File: src/verilog/control_pkg.sv
package control_pkg;

    typedef logic [31:0] instr_t;
    typedef logic [3:0]  reg_addr_t;
    typedef logic [3:0]  exc_t;
    typedef logic [2:0]  ccr_t;      // {ltu, lt, eq}
    typedef logic [3:0]  byte_en_t;
    typedef logic [1:0]  align_t;

    typedef enum logic [3:0] {
        T_INH    = 4'h0,
        T_ALU    = 4'h9,
        T_LDI    = 4'ha,
        T_LOAD   = 4'hb,
        T_STORE  = 4'hc,
        T_BRANCH = 4'hd,
        T_JUMP   = 4'he
    } itype_t;

    localparam logic [3:0] INH_NOP  = 4'h0;
    localparam logic [3:0] INH_TRAP = 4'h1;
    localparam logic [3:0] INH_HALT = 4'h4;

    localparam reg_addr_t REG_SP        = 4'd15;
    localparam exc_t      EXC_RESET     = 4'h0;
    localparam exc_t      EXC_ILLOP     = 4'h2;
    localparam exc_t      EXC_TRAP_BASE = 4'hc; // low two bits from the trap code

    typedef enum logic [5:0] {
        S_RESET, S_EXC, S_EXC2, S_EXC3, S_EXC4, S_EXC5, S_EXC6,
        S_EXC7, S_EXC8, S_EXC9, S_EXC10, S_EXC11, S_EXC12,
        S_FETCH, S_FETCH2, S_EVAL, S_TERM, S_ARG, S_ARG2,
        S_INH, S_HALT, S_MDR2RA, S_LDIU, S_BRANCH,
        S_ALU, S_ALU2, S_ALU3, S_ALU4,
        S_JUMP, S_JUMP2, S_JUMP3,
        S_LOAD, S_LOAD2, S_LOAD3, S_LOADD,
        S_STORE, S_STORE2, S_STORE3, S_STORED, S_STORED2, S_STORE4
    } state_t;

    typedef enum logic [2:0] {
        ALU_AND, ALU_OR, ALU_ADD, ALU_SUB,
        ALU_LSHIFT, ALU_RSHIFTA, ALU_RSHIFTL, ALU_XOR
    } alu_func_t;

    typedef enum logic [1:0] {ALU_B, ALU_SVAL, ALU_4, ALU_1} alu2_sel_t;

    typedef enum logic [2:0] {REG_ALU, REG_MDR, REG_UVAL, REG_B} reg_sel_t;

    typedef enum logic [1:0] {REG_WRITE_NONE = 2'b00, REG_WRITE_DW = 2'b11} reg_write_t;

    typedef enum logic [3:0] {
        MDR_MDR, MDR_BUS, MDR_B, MDR_A, MDR_PC, MDR_INT, MDR_ALU, MDR_CCR
    } mdr_sel_t;

    typedef enum logic [1:0] {MAR_MAR, MAR_BUS, MAR_ALU, MAR_A} mar_sel_t;

    typedef enum logic [1:0] {STATUS_STATUS, STATUS_SUPER, STATUS_POP} status_sel_t;

    typedef enum logic [2:0] {PC_PC, PC_NEXT, PC_MAR, PC_REL, PC_ALU, PC_EXC} pc_sel_t;

    typedef enum logic {ADDR_PC, ADDR_MAR} addr_sel_t;

    typedef struct packed {
        logic        ir_write;
        alu_func_t   alu_func;
        alu2_sel_t   alu2sel;
        reg_sel_t    regsel;
        reg_addr_t   reg_read_addr1;
        reg_addr_t   reg_read_addr2;
        reg_addr_t   reg_write_addr;
        reg_write_t  reg_write;
        logic        a_write;
        logic        b_write;
        mdr_sel_t    mdrsel;
        mar_sel_t    marsel;
        status_sel_t statussel;
        pc_sel_t     pcsel;
    } dp_ctrl_t;

    typedef struct packed {
        logic      cyc;
        logic      write;
        addr_sel_t addrsel;
        byte_en_t  byteenable;
    } bus_req_t;

    typedef struct packed {
        itype_t    itype;
        logic [3:0] op;
        reg_addr_t ra;
        reg_addr_t rb;
        reg_addr_t rc;
        logic      size;      // second word follows
        logic [1:0] trap_code;
        logic      illegal;
    } ir_fields_t;

endpackage

File: src/verilog/branch_cond.sv
`timescale 1ns/1ps

module branch_cond (
    input  control_pkg::ir_fields_t fields,
    input  control_pkg::ccr_t       ccr,
    output logic                    taken
);
    logic ltu;
    logic lt;
    logic eq;

    assign {ltu, lt, eq} = ccr;

    always_comb begin
        case (fields.op)
            4'h0:    taken = 1'b1;        // bra
            4'h1:    taken = eq;
            4'h2:    taken = !eq;
            4'h3:    taken = !(ltu || eq); // gtu
            4'h4:    taken = !(lt || eq);
            4'h5:    taken = !lt;
            4'h6:    taken = lt || eq;
            4'h7:    taken = lt;
            4'h8:    taken = !ltu;         // geu
            4'h9:    taken = ltu;
            4'ha:    taken = ltu || eq;
            default: taken = 1'b0;         // brn
        endcase
    end

endmodule

File: src/verilog/bus_ctrl.sv
`timescale 1ns/1ps

module bus_ctrl (
    input  control_pkg::state_t     state,
    input  control_pkg::ir_fields_t fields,
    input  control_pkg::align_t     bus_align,
    output control_pkg::bus_req_t   bus
);
    import control_pkg::*;

    byte_en_t lanes;

    always_comb begin
        case (fields.op[1:0])
            2'h1:    lanes = bus_align[1] ? 4'b0011 : 4'b1100; // halfword
            2'h2:    lanes = 4'b1000 >> bus_align;            // byte
            default: lanes = 4'b1111;
        endcase
    end

    always_comb begin
        bus.cyc        = 1'b0;
        bus.write      = 1'b0;
        bus.addrsel    = ADDR_PC;
        bus.byteenable = 4'b1111;
        case (state)
            S_FETCH,
            S_ARG,
            S_EXC11: bus.cyc = 1'b1;
            S_EXC5,
            S_EXC9: begin
                bus.cyc     = 1'b1;
                bus.write   = 1'b1; // stack push
                bus.addrsel = ADDR_MAR;
            end
            S_LOADD,
            S_STORE4: begin
                bus.cyc        = 1'b1;
                bus.write      = (state == S_STORE4);
                bus.addrsel    = ADDR_MAR;
                bus.byteenable = lanes;
            end
            default: ;
        endcase
    end

endmodule

File: src/verilog/control_top.sv
`timescale 1ns/1ps

module control_top (
    input  logic                  clk_i,
    input  logic                  rst_i,
    input  control_pkg::instr_t   ir,
    input  control_pkg::ccr_t     ccr,
    input  logic                  supervisor,
    input  logic                  bus_ack,
    input  control_pkg::align_t   bus_align,
    output control_pkg::dp_ctrl_t ctrl,
    output control_pkg::bus_req_t bus,
    output control_pkg::exc_t     exception,
    output logic                  halt
);
    import control_pkg::*;

    ir_fields_t fields;
    state_t     state;
    logic       taken;

    ir_decoder i_ir_decoder (
        .ir     (ir),
        .fields (fields)
    );

    sequencer i_sequencer (
        .clk_i      (clk_i),
        .rst_i      (rst_i),
        .fields     (fields),
        .supervisor (supervisor),
        .bus_ack    (bus_ack),
        .state      (state),
        .exception  (exception),
        .halt       (halt)
    );

    branch_cond i_branch_cond (
        .fields (fields),
        .ccr    (ccr),
        .taken  (taken)
    );

    datapath_ctrl i_datapath_ctrl (
        .state  (state),
        .fields (fields),
        .taken  (taken),
        .ctrl   (ctrl)
    );

    bus_ctrl i_bus_ctrl (
        .state     (state),
        .fields    (fields),
        .bus_align (bus_align),
        .bus       (bus)
    );

endmodule

File: src/verilog/datapath_ctrl.sv
`timescale 1ns/1ps

module datapath_ctrl (
    input  control_pkg::state_t     state,
    input  control_pkg::ir_fields_t fields,
    input  logic                    taken,
    output control_pkg::dp_ctrl_t   ctrl
);
    import control_pkg::*;

    always_comb begin
        ctrl.ir_write       = 1'b0;
        ctrl.alu_func       = ALU_ADD;
        ctrl.alu2sel        = ALU_B;
        ctrl.regsel         = REG_ALU;
        ctrl.reg_read_addr1 = fields.ra;
        ctrl.reg_read_addr2 = fields.rb;
        ctrl.reg_write_addr = fields.ra;
        ctrl.reg_write      = REG_WRITE_NONE;
        ctrl.a_write        = 1'b0;
        ctrl.b_write        = 1'b0;
        ctrl.mdrsel         = MDR_MDR;
        ctrl.marsel         = MAR_MAR;
        ctrl.statussel      = STATUS_STATUS;
        ctrl.pcsel          = PC_PC;
        case (state)
            S_EXC: ctrl.statussel = STATUS_SUPER; // selects the ssp
            S_EXC2,
            S_EXC6: begin
                ctrl.a_write        = 1'b1; // A <= SP, unused on reset path
                ctrl.reg_read_addr1 = REG_SP;
                ctrl.mdrsel         = (state == S_EXC2) ? MDR_PC : MDR_CCR;
            end
            S_EXC3,
            S_EXC7: begin
                ctrl.alu2sel  = ALU_4;
                ctrl.alu_func = ALU_SUB;
            end
            S_EXC4,
            S_EXC8: begin
                ctrl.marsel         = MAR_ALU;
                ctrl.reg_write_addr = REG_SP; // SP <= SP - 4
                ctrl.reg_write      = REG_WRITE_DW;
            end
            S_EXC10: ctrl.pcsel = PC_EXC;
            S_EXC11: ctrl.marsel = MAR_BUS;
            S_EXC12: ctrl.pcsel = PC_MAR;
            S_FETCH: ctrl.ir_write = 1'b1;
            S_FETCH2,
            S_ARG2: ctrl.pcsel = PC_NEXT;
            S_ARG: begin
                ctrl.marsel = MAR_BUS;
                ctrl.mdrsel = MDR_BUS;
            end
            S_ALU: begin
                ctrl.reg_read_addr1 = fields.rb;
                ctrl.reg_read_addr2 = fields.rc;
                ctrl.a_write        = 1'b1;
                ctrl.b_write        = 1'b1;
            end
            S_ALU2,
            S_ALU3: begin
                ctrl.alu_func = alu_func_t'(fields.op[2:0]);
                ctrl.alu2sel  = (state == S_ALU3) ? ALU_SVAL : ALU_B;
            end
            S_ALU4: ctrl.mdrsel = MDR_ALU;
            S_MDR2RA: begin
                ctrl.regsel    = REG_MDR; // rA <= MDR
                ctrl.reg_write = REG_WRITE_DW;
            end
            S_LDIU: begin
                ctrl.regsel    = REG_UVAL;
                ctrl.reg_write = REG_WRITE_DW;
            end
            S_BRANCH: ctrl.pcsel = taken ? PC_REL : PC_PC;
            S_JUMP,
            S_LOAD,
            S_STORE: begin
                ctrl.reg_read_addr1 = fields.rb; // A <= rB
                ctrl.a_write        = 1'b1;
            end
            S_JUMP2,
            S_LOAD2: ctrl.alu2sel = ALU_SVAL;
            S_JUMP3: ctrl.pcsel = PC_ALU;
            S_LOAD3: ctrl.marsel = MAR_ALU;
            S_LOADD: ctrl.mdrsel = MDR_BUS;
            S_STORE2: begin
                ctrl.alu2sel = ALU_SVAL;
                ctrl.a_write = 1'b1; // A <= rA
            end
            S_STORE3: begin
                ctrl.marsel = MAR_ALU;
                ctrl.mdrsel = MDR_A;
            end
            S_STORED: ctrl.a_write = 1'b1;
            S_STORED2: ctrl.mdrsel = MDR_A;
            default: ;
        endcase
    end

endmodule

File: src/verilog/ir_decoder.sv
`timescale 1ns/1ps

module ir_decoder (
    input  control_pkg::instr_t     ir,
    output control_pkg::ir_fields_t fields
);
    import control_pkg::*;

    itype_t itype;
    logic   inh_ok;

    assign itype  = itype_t'(ir[31:28]);
    assign inh_ok = (ir[27:24] == INH_NOP) || (ir[27:24] == INH_TRAP) ||
                    (ir[27:24] == INH_HALT);

    always_comb begin
        fields.itype     = itype;
        fields.op        = ir[27:24];
        fields.ra        = ir[23:20];
        fields.rb        = ir[19:16];
        fields.rc        = ir[15:12];
        fields.size      = ir[0];
        fields.trap_code = ir[2:1]; // low bits of the unsigned value
        case (itype)
            T_INH: begin
                fields.illegal = !inh_ok;
            end
            T_LDI,
            T_ALU,
            T_LOAD,
            T_STORE,
            T_BRANCH,
            T_JUMP: begin
                fields.illegal = 1'b0;
            end
            default: begin
                fields.illegal = 1'b1;
            end
        endcase
    end

endmodule

File: src/verilog/sequencer.sv
`timescale 1ns/1ps

module sequencer (
    input  logic                    clk_i,
    input  logic                    rst_i,
    input  control_pkg::ir_fields_t fields,
    input  logic                    supervisor,
    input  logic                    bus_ack,
    output control_pkg::state_t     state,
    output control_pkg::exc_t       exception,
    output logic                    halt
);
    import control_pkg::*;

    state_t state_next;
    exc_t   exception_next;

    assign halt = (state == S_HALT);

    always_ff @(posedge clk_i or posedge rst_i) begin
        if (rst_i) begin
            state     <= S_RESET;
            exception <= EXC_RESET;
        end else begin
            state     <= state_next;
            exception <= exception_next;
        end
    end

    always_comb begin
        state_next     = state;
        exception_next = exception;
        case (state)
            S_RESET: begin
                exception_next = EXC_RESET;
                state_next     = S_EXC;
            end
            S_EXC:     state_next = S_EXC2;
            S_EXC2:    state_next = (exception == EXC_RESET) ? S_EXC10 : S_EXC3;
            S_EXC3:    state_next = S_EXC4;
            S_EXC4:    state_next = S_EXC5;
            S_EXC5: begin
                if (bus_ack)
                    state_next = S_EXC6; // pc pushed
            end
            S_EXC6:    state_next = S_EXC7;
            S_EXC7:    state_next = S_EXC8;
            S_EXC8:    state_next = S_EXC9;
            S_EXC9: begin
                if (bus_ack)
                    state_next = S_EXC10; // ccr pushed
            end
            S_EXC10:   state_next = S_EXC11;
            S_EXC11: begin
                if (bus_ack)
                    state_next = S_EXC12; // vector in mar
            end
            S_EXC12:   state_next = S_FETCH;
            S_FETCH: begin
                if (bus_ack)
                    state_next = S_FETCH2;
            end
            S_FETCH2:  state_next = S_EVAL;
            S_EVAL: begin
                if (fields.illegal) begin
                    exception_next = EXC_ILLOP;
                    state_next     = S_EXC;
                end else if (fields.size) begin
                    state_next = S_ARG;
                end else begin
                    case (fields.itype)
                        T_INH:    state_next = S_INH;
                        T_LDI:    state_next = S_LDIU;
                        T_ALU:    state_next = S_ALU;
                        T_LOAD:   state_next = S_LOAD;
                        T_STORE:  state_next = S_STORE;
                        T_BRANCH: state_next = S_BRANCH;
                        T_JUMP:   state_next = S_JUMP;
                        default: begin
                            exception_next = EXC_ILLOP;
                            state_next     = S_EXC;
                        end
                    endcase
                end
            end
            S_ARG: begin
                if (bus_ack)
                    state_next = S_ARG2;
            end
            S_ARG2: begin
                case (fields.itype)
                    T_INH:   state_next = S_INH;
                    T_LDI:   state_next = S_MDR2RA;
                    T_LOAD:  state_next = S_LOADD;
                    T_STORE: state_next = S_STORED;
                    T_JUMP:  state_next = S_EXC12; // pc from mar
                    default: begin
                        exception_next = EXC_ILLOP; // alu and branch take no argument
                        state_next     = S_EXC;
                    end
                endcase
            end
            S_INH: begin
                if (fields.op == INH_NOP) begin
                    state_next = S_FETCH;
                end else if (fields.op == INH_TRAP) begin
                    exception_next = EXC_TRAP_BASE | {2'b00, fields.trap_code};
                    state_next     = S_EXC;
                end else if (fields.op == INH_HALT && supervisor) begin
                    state_next = S_HALT;
                end else begin
                    exception_next = EXC_ILLOP;
                    state_next     = S_EXC;
                end
            end
            S_ALU:     state_next = fields.op[3] ? S_ALU3 : S_ALU2;
            S_ALU2,
            S_ALU3:    state_next = S_ALU4;
            S_ALU4:    state_next = S_MDR2RA;
            S_MDR2RA,
            S_LDIU,
            S_BRANCH,
            S_JUMP3,
            S_TERM:    state_next = S_FETCH;
            S_JUMP:    state_next = S_JUMP2;
            S_JUMP2:   state_next = S_JUMP3;
            S_LOAD:    state_next = S_LOAD2;
            S_LOAD2:   state_next = S_LOAD3;
            S_LOAD3:   state_next = S_LOADD;
            S_LOADD: begin
                if (bus_ack)
                    state_next = S_MDR2RA;
            end
            S_STORE:   state_next = S_STORE2;
            S_STORE2:  state_next = S_STORE3;
            S_STORE3:  state_next = S_STORE4;
            S_STORED:  state_next = S_STORED2;
            S_STORED2: state_next = S_STORE4;
            S_STORE4: begin
                if (bus_ack)
                    state_next = S_TERM;
            end
            S_HALT:    state_next = S_HALT; // only reset leaves
            default:   state_next = S_RESET;
        endcase
    end

endmodule
File: config.mk
export PLATFORM = sky130hd
export DESIGN_NAME = control_top
export DESIGN_NICKNAME = d
export VERILOG_FILES = /design/src/verilog/control_pkg.sv /design/src/verilog/branch_cond.sv /design/src/verilog/bus_ctrl.sv /design/src/verilog/control_top.sv /design/src/verilog/datapath_ctrl.sv /design/src/verilog/ir_decoder.sv /design/src/verilog/sequencer.sv
export SDC_FILE = /design/constraint.sdc
export NUM_CORES = 1
export LEC_CHECK = 0
export BUFFER_PORTS_ARGS = -buffer_cell sky130_fd_sc_hd__buf_2
export CELL_PAD_IN_SITES_DETAIL_PLACEMENT = 0
export CELL_PAD_IN_SITES_GLOBAL_PLACEMENT = 1
export CORE_MARGIN = 1
export CORE_UTILIZATION = 32
export DETAILED_ROUTE_END_ITERATION = 6
export GPL_TIMING_DRIVEN = 0
export PLACE_DENSITY = 0.84
export SYNTH_ARGS = -nofsm -noshare
export SYNTH_HDL_FRONTEND = slang
export SYNTH_HIERARCHICAL = 1
export SYNTH_SLANG_ARGS = --single-unit
File: constraint.sdc
create_clock -name clk_i -period 2.2 [get_ports clk_i]
set_input_delay 0.22 -clock clk_i [delete_from_list [all_inputs] [get_ports clk_i]]
set_output_delay 0.22 -clock clk_i [all_outputs]
set_load 0.01 [all_outputs]
# Yosys cells after proc, flatten, opt, wreduce, memory -nomap -nowiden
# Index checks and enable logic that the tools add are counted.
# op_classes
n_shift,1
n_reduce_logical,38
muxes,49
n_eq_ne,70
# op_table
cell,n
6-bit one-hot mux with 34 select lines,1
"6-bit by 5-bit equality test with 1-bit output, second input constant",16
6-bit 2-to-1 mux,11
"6-bit equality test, second input constant",9
"6-bit by 4-bit equality test with 1-bit output, second input constant",8
4-bit 2-to-1 mux,12
6-bit one-hot mux with 7 select lines,1
"4-bit equality test, second input constant",9
4-bit one-hot mux with 4 select lines,2
6-bit one-hot mux with 5 select lines,1
"6-bit by 3-bit equality test with 1-bit output, second input constant",4
2-bit OR reduction,10
"2-bit inequality test, second input constant",9
"4-bit by 3-bit equality test with 1-bit output, second input constant",4
4-bit one-hot mux with 2 select lines,2
3-bit one-hot mux with 5 select lines,1
7-bit OR reduction,2
"6-bit by 2-bit equality test with 1-bit output, second input constant",2
4-bit logical NOT,3
2-bit one-hot mux with 2 select lines,3
4-bit OR reduction,3
6-bit OR reduction,2
1-bit one-hot mux with 11 select lines,1
"4-bit by 2-bit equality test with 1-bit output, second input constant",2
other kinds (23),40
# totals
in_bits,41
out_inout_bits,48
elab_cells,160
reg_bits,10

# Longest topological paths before layout
# Gate-level depths: netlist (run 1).
# logic_depth
word_depth,7
depth_mapped,8
depth_no_buf,7

# Modules after synthesis
# Netlist (run 1), hierarchy kept.
# modules_own_cells
module,cells_each,instances,area_each_um2,seq_area_each_um2
sequencer,204,1,1441.4,225.2
datapath_ctrl,106,1,663.1,0.0
ir_decoder,29,1,215.2,0.0
bus_ctrl,32,1,209.0,0.0
branch_cond,17,1,96.3,0.0

# Worst setup path after synthesis (run 1)
# OpenSTA, ideal clock, no wires.
# synth_path
path_kind,register to register
startpoint,register i_sequencer.state[2]
endpoint,register i_sequencer.exception[1]
path_slack_ns,0.083
required_ns,2.073
stages_incl_launch_ff,8
setup_ns,0.127
synth_period_minus_slack_ns,2.117
path_buffers,2
arrival_time_ns,1.990
cell_sequence,dfrtp_1 buf_6 or4b_4 buf_6 nor2_2 a221oi_1 o311ai_1 mux2_1
# synth_via
elab_chain_len,3
elab_cells_between_ends,12
classes_between,8 x eq/ne; 1 x mux; 3 x reduce/logical
# synth_lines
item,line,source
from (decl),sequencer.sv:9,"output control_pkg::state_t state,"
from (signal assigned),sequencer.sv:25,state <= state_next;
"6-bit by 5-bit equality test with 1-bit output, or another cell as far along",sequencer.sv:33,case (state)
"3-bit by 2-bit inequality test with 1-bit output (no line), or another cell as far along",n/a,
6-bit AND reduction (no line),n/a,
to (signal assigned),sequencer.sv:26,exception <= exception_next;
to (decl),sequencer.sv:10,"output control_pkg::exc_t exception,"
# Several ways; a longest one is shown, not always the timed one.
# A chain may end at the register's enable or synchronous reset.

==> impl_metrics.py, run 1 <==
metrics = {
    "sta": {
        "slew_viol_final": 0,
        "timing.final.crit_share_pct": 99.9,
        "fmax_mhz": 455,
        "layout_min_cycle_time_ps": 2200,
        "skew_ps": 0.776,
        "worst_hold_slack_ps": 211,
        "setup_viol": 0,
        "rsz0062_at_grt": "yes",
        "final-hold-violation-count": 0,
    },
    "die": {
        "die_w_um": 92.6,
        "die-area_sq_um": 8570,
        "io-pin-count": 89,
        "start_util_pct": 33.5,
        "dieHeight_um": 92.6,
        "floorplan.core_area_sq_um": 7850,
        "row_count": 32,
    },
    "route": {
        "wl_per_cell_um": 15.1,
        "dr_total_vias": 3239,
        "ant_nets": 0,
        "drtIter0Drc": 159,
        "drc": 0,
        "drt-pass1-iter-count": 4,
        "via_per_inst": 5.68,
        "drt_wl_total_um": 8610,
    },
    "synthesis": {
        "syn_area_sq_um": 2630,
        "ys_top_cells_by_area": "dfrtp_1 (8.6%), buf_4 (8.0%), nand2b_1 (4.8%)",
        "yosys-mux-area-fraction_pct": 5.43,
        "syn_inst": 388,
        "synth-edff-count": 0,
        "synth_top_family_by_area": "simple AND/OR/NAND/NOR gates",
        "async_reset_ff_share_pct": 100,
        "synth_xor_area_share_pct": 3.34,
        "ys.flop_type": "dfrtp_1",
        "ys_seq_elements": 9,
        "synth_warnings": 6,
        "synthAdderAreaFrac_pct": 0.953,
        "synth_top_cell_by_area": "dfrtp_1",
        "synth_top_area_share_pct": 8.58,
        "ys_seq_area_share_pct": 8.58,
        "synthDistinctLibCells": 72,
        "synth-simple-area-share_pct": 35.9,
        "synth_compound_area_share_pct": 30.2,
        "syn_avg_cell_area_sq_um": 6.77,
    },
    "cts": {
        "cts_made_buffers": 3,
        "clk_pin_slew_ps": 40,
        "clock_latency_ps": 240,
        "clkSinkCount": 9,
        "ctsLongestPathBuffers": 2,
        "cts_tree": "built",
        "root_buffer": "clkbuf_8",
        "htree_levels": 1,
    },
    "global_route": {
        "grt_remaining_overflow": 0,
        "grt_usage_pct": 19.5,
        "grt_antenna_before_repair": 0,
        "grt_max_degree": 13,
        "grt_pass1_vias": 2849,
        "grt_first_pass_wirelength_um": 13700,
    },
    "finish": {
        "drive_above_1_share_pct": 36.5,
        "n_antenna_cell": 0,
        "fin_nets": 512,
        "fillers": 833,
        "syn2layout_area_growth_pct": 29.5,
        "design_area_sq_um": 3400,
    },
    "critical_path": {
        "path_class": "reg -> out",
        "cp.arrival_ps": 1980,
        "worstPathMaxFanout": 7,
        "worstSetupStartpointType": "flop",
        "slowest_delay_ps": 570,
        "end_kind": "primary output",
        "crit_path_cell_trace": "or4b_4 > o21ai_4 > a31oi_4 > mux2_1 > buf_2",
        "cpMaxStageDelayCell": "or4b_4",
        "required_ps": 1980,
    },
    "placement": {
        "dpl_cell_area_sq_um": 3070,
        "place_congestion": 0.898,
        "place_hpwl_um": 6370,
        "io_buffers": 61,
    },
    "pwr": {
        "p_leak_nw": 1.48,
        "ir_drop_uv": 792,
        "power.density_nw_per_um2": 1130,
    },
    "run_status": {
        "outcome": "finished, final reports clean",
    },
    "worst_hold_path": {
        "hold_path.class": "in -> reg",
    },
    "flow_run": {
        "cap_violations": 0,
    },
}
[flip-flops by register name, summed over array words and instances, names as in the netlist]
name                   cells
i_sequencer/state          6
i_sequencer/exception      3
[critical path, delay by kind of cell (launching register included)]
family / cells / cell delay (ps)
AOI/OAI and AO/OA: 2 / 250
buffers and inverters: 1 / 140
DFF: 1 / 450
muxes: 1 / 320
and+or+nand+nor: 1 / 570
[cell usage in the layout, fill, tap and decap left out, drive strengths merged, types with 4 or more instances in the layout]
| cell type | instances |
|---|---|
| a221oi | 6 |
| nor2 | 30 |
| nor4 | 8 |
| inv | 14 |
| o21ai | 27 |
| xnor2 | 7 |
| nor2b | 10 |
| nor3b | 4 |
| a21oi | 23 |
| mux2 | 10 |
| o31ai | 4 |
| and3 | 4 |
| a21o | 6 |
| a31oi | 5 |
| or2 | 5 |
| o211ai | 7 |
| nand2b | 20 |
| a22oi | 4 |
| nor4bb | 4 |
| nor3 | 12 |
| or4b | 5 |
| nand3 | 13 |
| dfrtp | 9 |
| or3 | 5 |
| nand2 | 22 |
| buf | 113 |
| clkbuf | 24 |
[cell families after synthesis]
logic type | count (synthesis)
muxes | 13
buffers and inverters | 74
xor gates and xnor gates | 10
adders and majority gates | 2
other | 1
and+or+nand+nor | 163
AOI/OAI and AO/OA | 116
DFF | 9
[cell usage after synthesis, types with 4 or more instances]
cell	instances
buf_1	4
a21oi_1	23
buf_2	6
nor3b_1	4
or4b_1	4
nor2b_1	10
or3_1	5
nand2b_1	20
clkbuf_1	20
a21o_1	6
o31ai_1	4
nor4bb_1	4
o21ai_0	24
a22oi_1	4
dfrtp_1	9
nor4_1	8
nor3_1	12
and3_1	4
a221oi_1	6
nand3_1	13
nand2_1	22
buf_4	28
o211ai_1	6
or2_2	5
a31oi_1	4
inv_1	14
mux2_1	9
nor2_1	28
xnor2_1	7
[worst paths after layout]
path,cells past startpoint,to,from,slack [ps]
max in group asynchronous,3,i_sequencer/state[2]$_DFFE_PP0P_,rst_i,1470
worst min register to register,1,i_sequencer/exception[0]$_DFFE_PP0P_,i_sequencer/exception[0]$_DFFE_PP0P_,520
min in group asynchronous,3,i_sequencer/exception[0]$_DFFE_PP0P_,rst_i,470
worst max register to register,6,i_sequencer/exception[1]$_DFFE_PP0P_,i_sequencer/state[3]$_DFFE_PP0P_,30
worst min-delay path,2,i_sequencer/exception[0]$_DFFE_PP0P_,ir[1],210
worst max-delay path,5,ctrl[24],i_sequencer/state[4]$_DFFE_PP0P_,3
[through the flow]
step | setup WS, ps | power [mW] | util (%) | std cells | setup TNS [ps]
floorplan | 82.7 | 2.39 | - | 390 | 0
global placement | -212 | 3.14 | 39.1 | 553 | -1060
detailed placement | -189 | 3.17 | 39.1 | 553 | -1050
global route | -37.2 | 4.16 | 43.3 | 570 | -242
CTS | 1.81 | 3.61 | 41.5 | 566 | 0
finish | 3.19 | 3.86 | 43.3 | 570 | 0
[routing by layer]
layer  up-vias  track usage, %  part of all wire (%)
met1      1545            25.7                    44
met4         0            4.56                  0.50
li1       1566               -                     -
met2       125            34.7                    50
met5         -               0                     0
met3         3            1.07                   5.6
[where the power goes]
group          switching [mW]  internal, mW  total [mW]
logic                    1.93          1.38        3.31
clock network          0.0693         0.127       0.196
registers               0.104         0.241       0.345
[layout make-up]
class / instances / area [sq um] / share of cell area, %
clock buffers: 4 / 45.0 / 1.33
inverters: 14 / 52.6 / 1.55
plain buffers: 58 / 377 / 11.1
flip-flops and latches: 9 / 233 / 6.85
well taps: 102 / 128 / 3.76
multi-input cells: 307 / 2140 / 63.0
repair buffers: 76 / 424 / 12.5
[repair_timing]
| action | in CTS | in global routing |
|---|---|---|
| endpoints found under the setup margin | 30 | 27 |
| pin swaps | 2 | 5 |
| hold buffers | 1 | 0 |
| endpoints found under the hold margin | 9 | 0 |
| setup buffers | 9 | 5 |
| gates resized for setup | 23 | 45 |
Power figures use the tool's default switching activity.
==> inputs of run 2 (changes only) <==
--- a/config.mk
+++ b/config.mk
@@ -5,11 +5,13 @@
 export SDC_FILE = /design/constraint.sdc
 export NUM_CORES = 1
 export LEC_CHECK = 0
+export ABC_AREA = 1
 export BUFFER_PORTS_ARGS = -buffer_cell sky130_fd_sc_hd__buf_2
 export CELL_PAD_IN_SITES_DETAIL_PLACEMENT = 0
 export CELL_PAD_IN_SITES_GLOBAL_PLACEMENT = 1
 export CORE_MARGIN = 1
-export CORE_UTILIZATION = 32
+export CORE_UTILIZATION = 30
+export CTS_CLUSTER_DIAMETER = 80
 export DETAILED_ROUTE_END_ITERATION = 6
 export GPL_TIMING_DRIVEN = 0
 export PLACE_DENSITY = 0.84
==> impl_metrics.py, run 2 <==
metrics = {
    "die": {
        "floorplan.core_area_sq_um": 8680,
        "die-area_sq_um": 9290,
        "die_w_um": 96.4,
        "dieHeight_um": 96.4,
        "io-pin-count": 89,
        "start_util_pct": 30.8,
        "row_count": 34,
    },
    "global_route": {
        "grt-busiest-layer": "met2",
        "grt_pass1_vias": 2826,
        "grt_use_met1_pct": 21.4,
        "grt_usage_pct": 16.6,
        "met3_usage_pct": 1.25,
        "grt_max_degree": 14,
        "grt_remaining_overflow": 0,
        "gr-usage-met2_pct": 29.8,
        "grt_first_pass_wirelength_um": 12400,
        "grt_antenna_before_repair": 0,
    },
    "pwr": {
        "ir_drop_uv": 256,
        "power.density_nw_per_um2": 808,
        "p_total_mw": 2.57,
        "p_leak_nw": 1.93,
    },
    "sta": {
        "rsz0062_at_grt": "no",
        "fin_setup_tns_ps": 0,
        "setup_viol": 0,
        "timing.final.crit_share_pct": 92.4,
        "final-hold-violation-count": 0,
        "slew_viol_final": 0,
        "skew_ps": 8.25,
        "fmax_mhz": 492,
        "layout_min_cycle_time_ps": 2030,
    },
    "critical_path": {
        "worstPathMaxFanout": 9,
        "cpMaxStageDelayCell": "dfrtp_1",
        "required_ps": 1980,
        "worstSetupStartpointType": "flop",
        "slowest_delay_ps": 510,
        "path_class": "reg -> out",
        "cp.arrival_ps": 1810,
        "crit_path_cell_trace": "inv_1 > nand2_2 > nor3_2 > nand2_1 > or2_1 > buf_2",
        "end_kind": "primary output",
    },
    "synthesis": {
        "ys_top_cells_by_area": "nand2_1 (21%), nand3_1 (15%), nor2_1 (11%)",
        "synth_top_area_share_pct": 21.1,
        "ys.flop_type": "dfrtp_1",
        "synth-edff-count": 0,
        "async_reset_ff_share_pct": 100,
        "syn_inst": 516,
        "synth_warnings": 6,
        "synthDistinctLibCells": 35,
        "syn_area_sq_um": 2670,
        "synth_top_cell_by_area": "nand2_1",
        "ys_seq_elements": 9,
        "ys_seq_area_share_pct": 8.42,
        "yosysMostFrequentCell": "nand2_1",
        "yosys-top-cells-count": "nand2_1 (150), nand3_1 (79), nor2_1 (79), inv_1 (63), buf_4 (30)",
        "syn_avg_cell_area_sq_um": 5.18,
    },
    "finish": {
        "largest_reg_flops": 6,
        "final_common_cell": "nand2_1",
        "multi_input_area_sq_um": 1920,
        "fillers": 1006,
        "fin_nets": 628,
        "syn2layout_area_growth_pct": 19.0,
        "regArea_sq_um": 230,
        "final_cell_mix": "nand2_1 (150), nor2_1 (79), nand3_1 (79)",
        "reg_top3": "i_sequencer/state (6), i_sequencer/exception (3)",
        "largest-register": "i_sequencer/state",
        "drive_above_1_share_pct": 27.7,
        "n_antenna_cell": 0,
    },
    "flow_run": {
        "cap_violations": 0,
    },
    "route": {
        "dr_total_vias": 3241,
        "wl_per_cell_um": 11.2,
        "drtIter0Drc": 179,
        "drc": 0,
        "drt_wl_total_um": 7740,
        "ant_nets": 0,
        "via_per_inst": 4.68,
        "drt-pass1-iter-count": 4,
    },
    "placement": {
        "place_hpwl_um": 6390,
        "io_buffers": 61,
        "place_congestion": 0.989,
    },
    "run_status": {
        "outcome": "finished, final reports clean",
    },
    "cts": {
        "cts_tree": "built",
        "clkSinkCount": 9,
        "clock_latency_ps": 230,
        "root_buffer": "clkbuf_8",
        "ctsLongestPathBuffers": 2,
        "clk_pin_slew_ps": 50,
        "htree_levels": 1,
        "cts_made_buffers": 3,
    },
    "worst_hold_path": {
        "hold_path.class": "in -> reg",
    },
}
[run 2: area by class of cell]
type / count / area share, %
flip-flops and latches: 9 / 7.24
well taps: 108 / 4.25
plain buffers: 34 / 7.90
multi-input cells: 400 / 60.4
inverters: 75 / 8.89
repair buffers: 62 / 9.91
clock buffers: 4 / 1.42
[run 2: critical path, delay by kind of cell, from the launching register on]
kind | cells | cell delay (ps)
buffers and inverters | 2 | 330
AND/OR/NAND/NOR | 4 | 750
flip-flops | 1 | 510
[run 2: worst paths after layout]
path	startpoint	slack, ps	depth (start not counted)	end
max reg2reg	i_sequencer/state[1]$_DFFE_PP0P_	250	9	i_sequencer/state[1]$_DFFE_PP0P_
max	i_sequencer/state[5]$_DFFE_PP0P_	170	6	ctrl[33]
min	ir[1]	220	3	i_sequencer/exception[0]$_DFFE_PP0P_
min in group asynchronous	rst_i	500	3	i_sequencer/exception[1]$_DFFE_PP0P_
max in group asynchronous	rst_i	1420	3	i_sequencer/state[2]$_DFFE_PP0P_
min reg2reg	i_sequencer/exception[0]$_DFFE_PP0P_	500	2	i_sequencer/exception[0]$_DFFE_PP0P_
[run 2: report_power, final]
group | internal (mW) | switching, mW
clock | 0.126 | 0.0627
sequential | 0.219 | 0.158
combinational | 0.697 | 1.31
total | 1.04 | 1.53
[run 2: cells by family after synthesis]
family | after synthesis | share of synthesized area, %
and+or+nand+nor | 369 | 64.0
other | 1 | 0.140
AOI/OAI and AO/OA | 26 | 6.50
adders and majority gates | 2 | 0.936
buffers and inverters | 109 | 20.0
DFF | 9 | 8.42
[run 2: metal layers]
| layer | wire length, um | vias to the layer above |
|---|---|---|
| met2 | 3550 | 110 |
| met3 | 476 | 12 |
| met1 | 3590 | 1395 |
| met4 | 123 | 0 |
| li1 | - | 1724 |
| met5 | 0 | - |
[run 2: timing repair]
action | CTS | global route
hold buffers | 1 | 0
buffers inserted | 0 | 0
endpoints found under the setup margin | 0 | 20
gates resized for setup | 0 | 4
endpoints found under the hold margin | 9 | 0
[run 2: metrics by stage]
stage	hold slack (ps)	utilization, %	worst slack (ps)	cells	area, sq um
4_1_cts	221	36.6	42.1	692	3180
2_1_floorplan	47.9	-	445	518	2680
5_1_grt	238	36.7	18.0	692	3180
6_report	221	36.7	168	692	3180
3_5_place_dp	206	36.0	139	687	3120
3_3_place_gp	207	36.0	165	687	3120
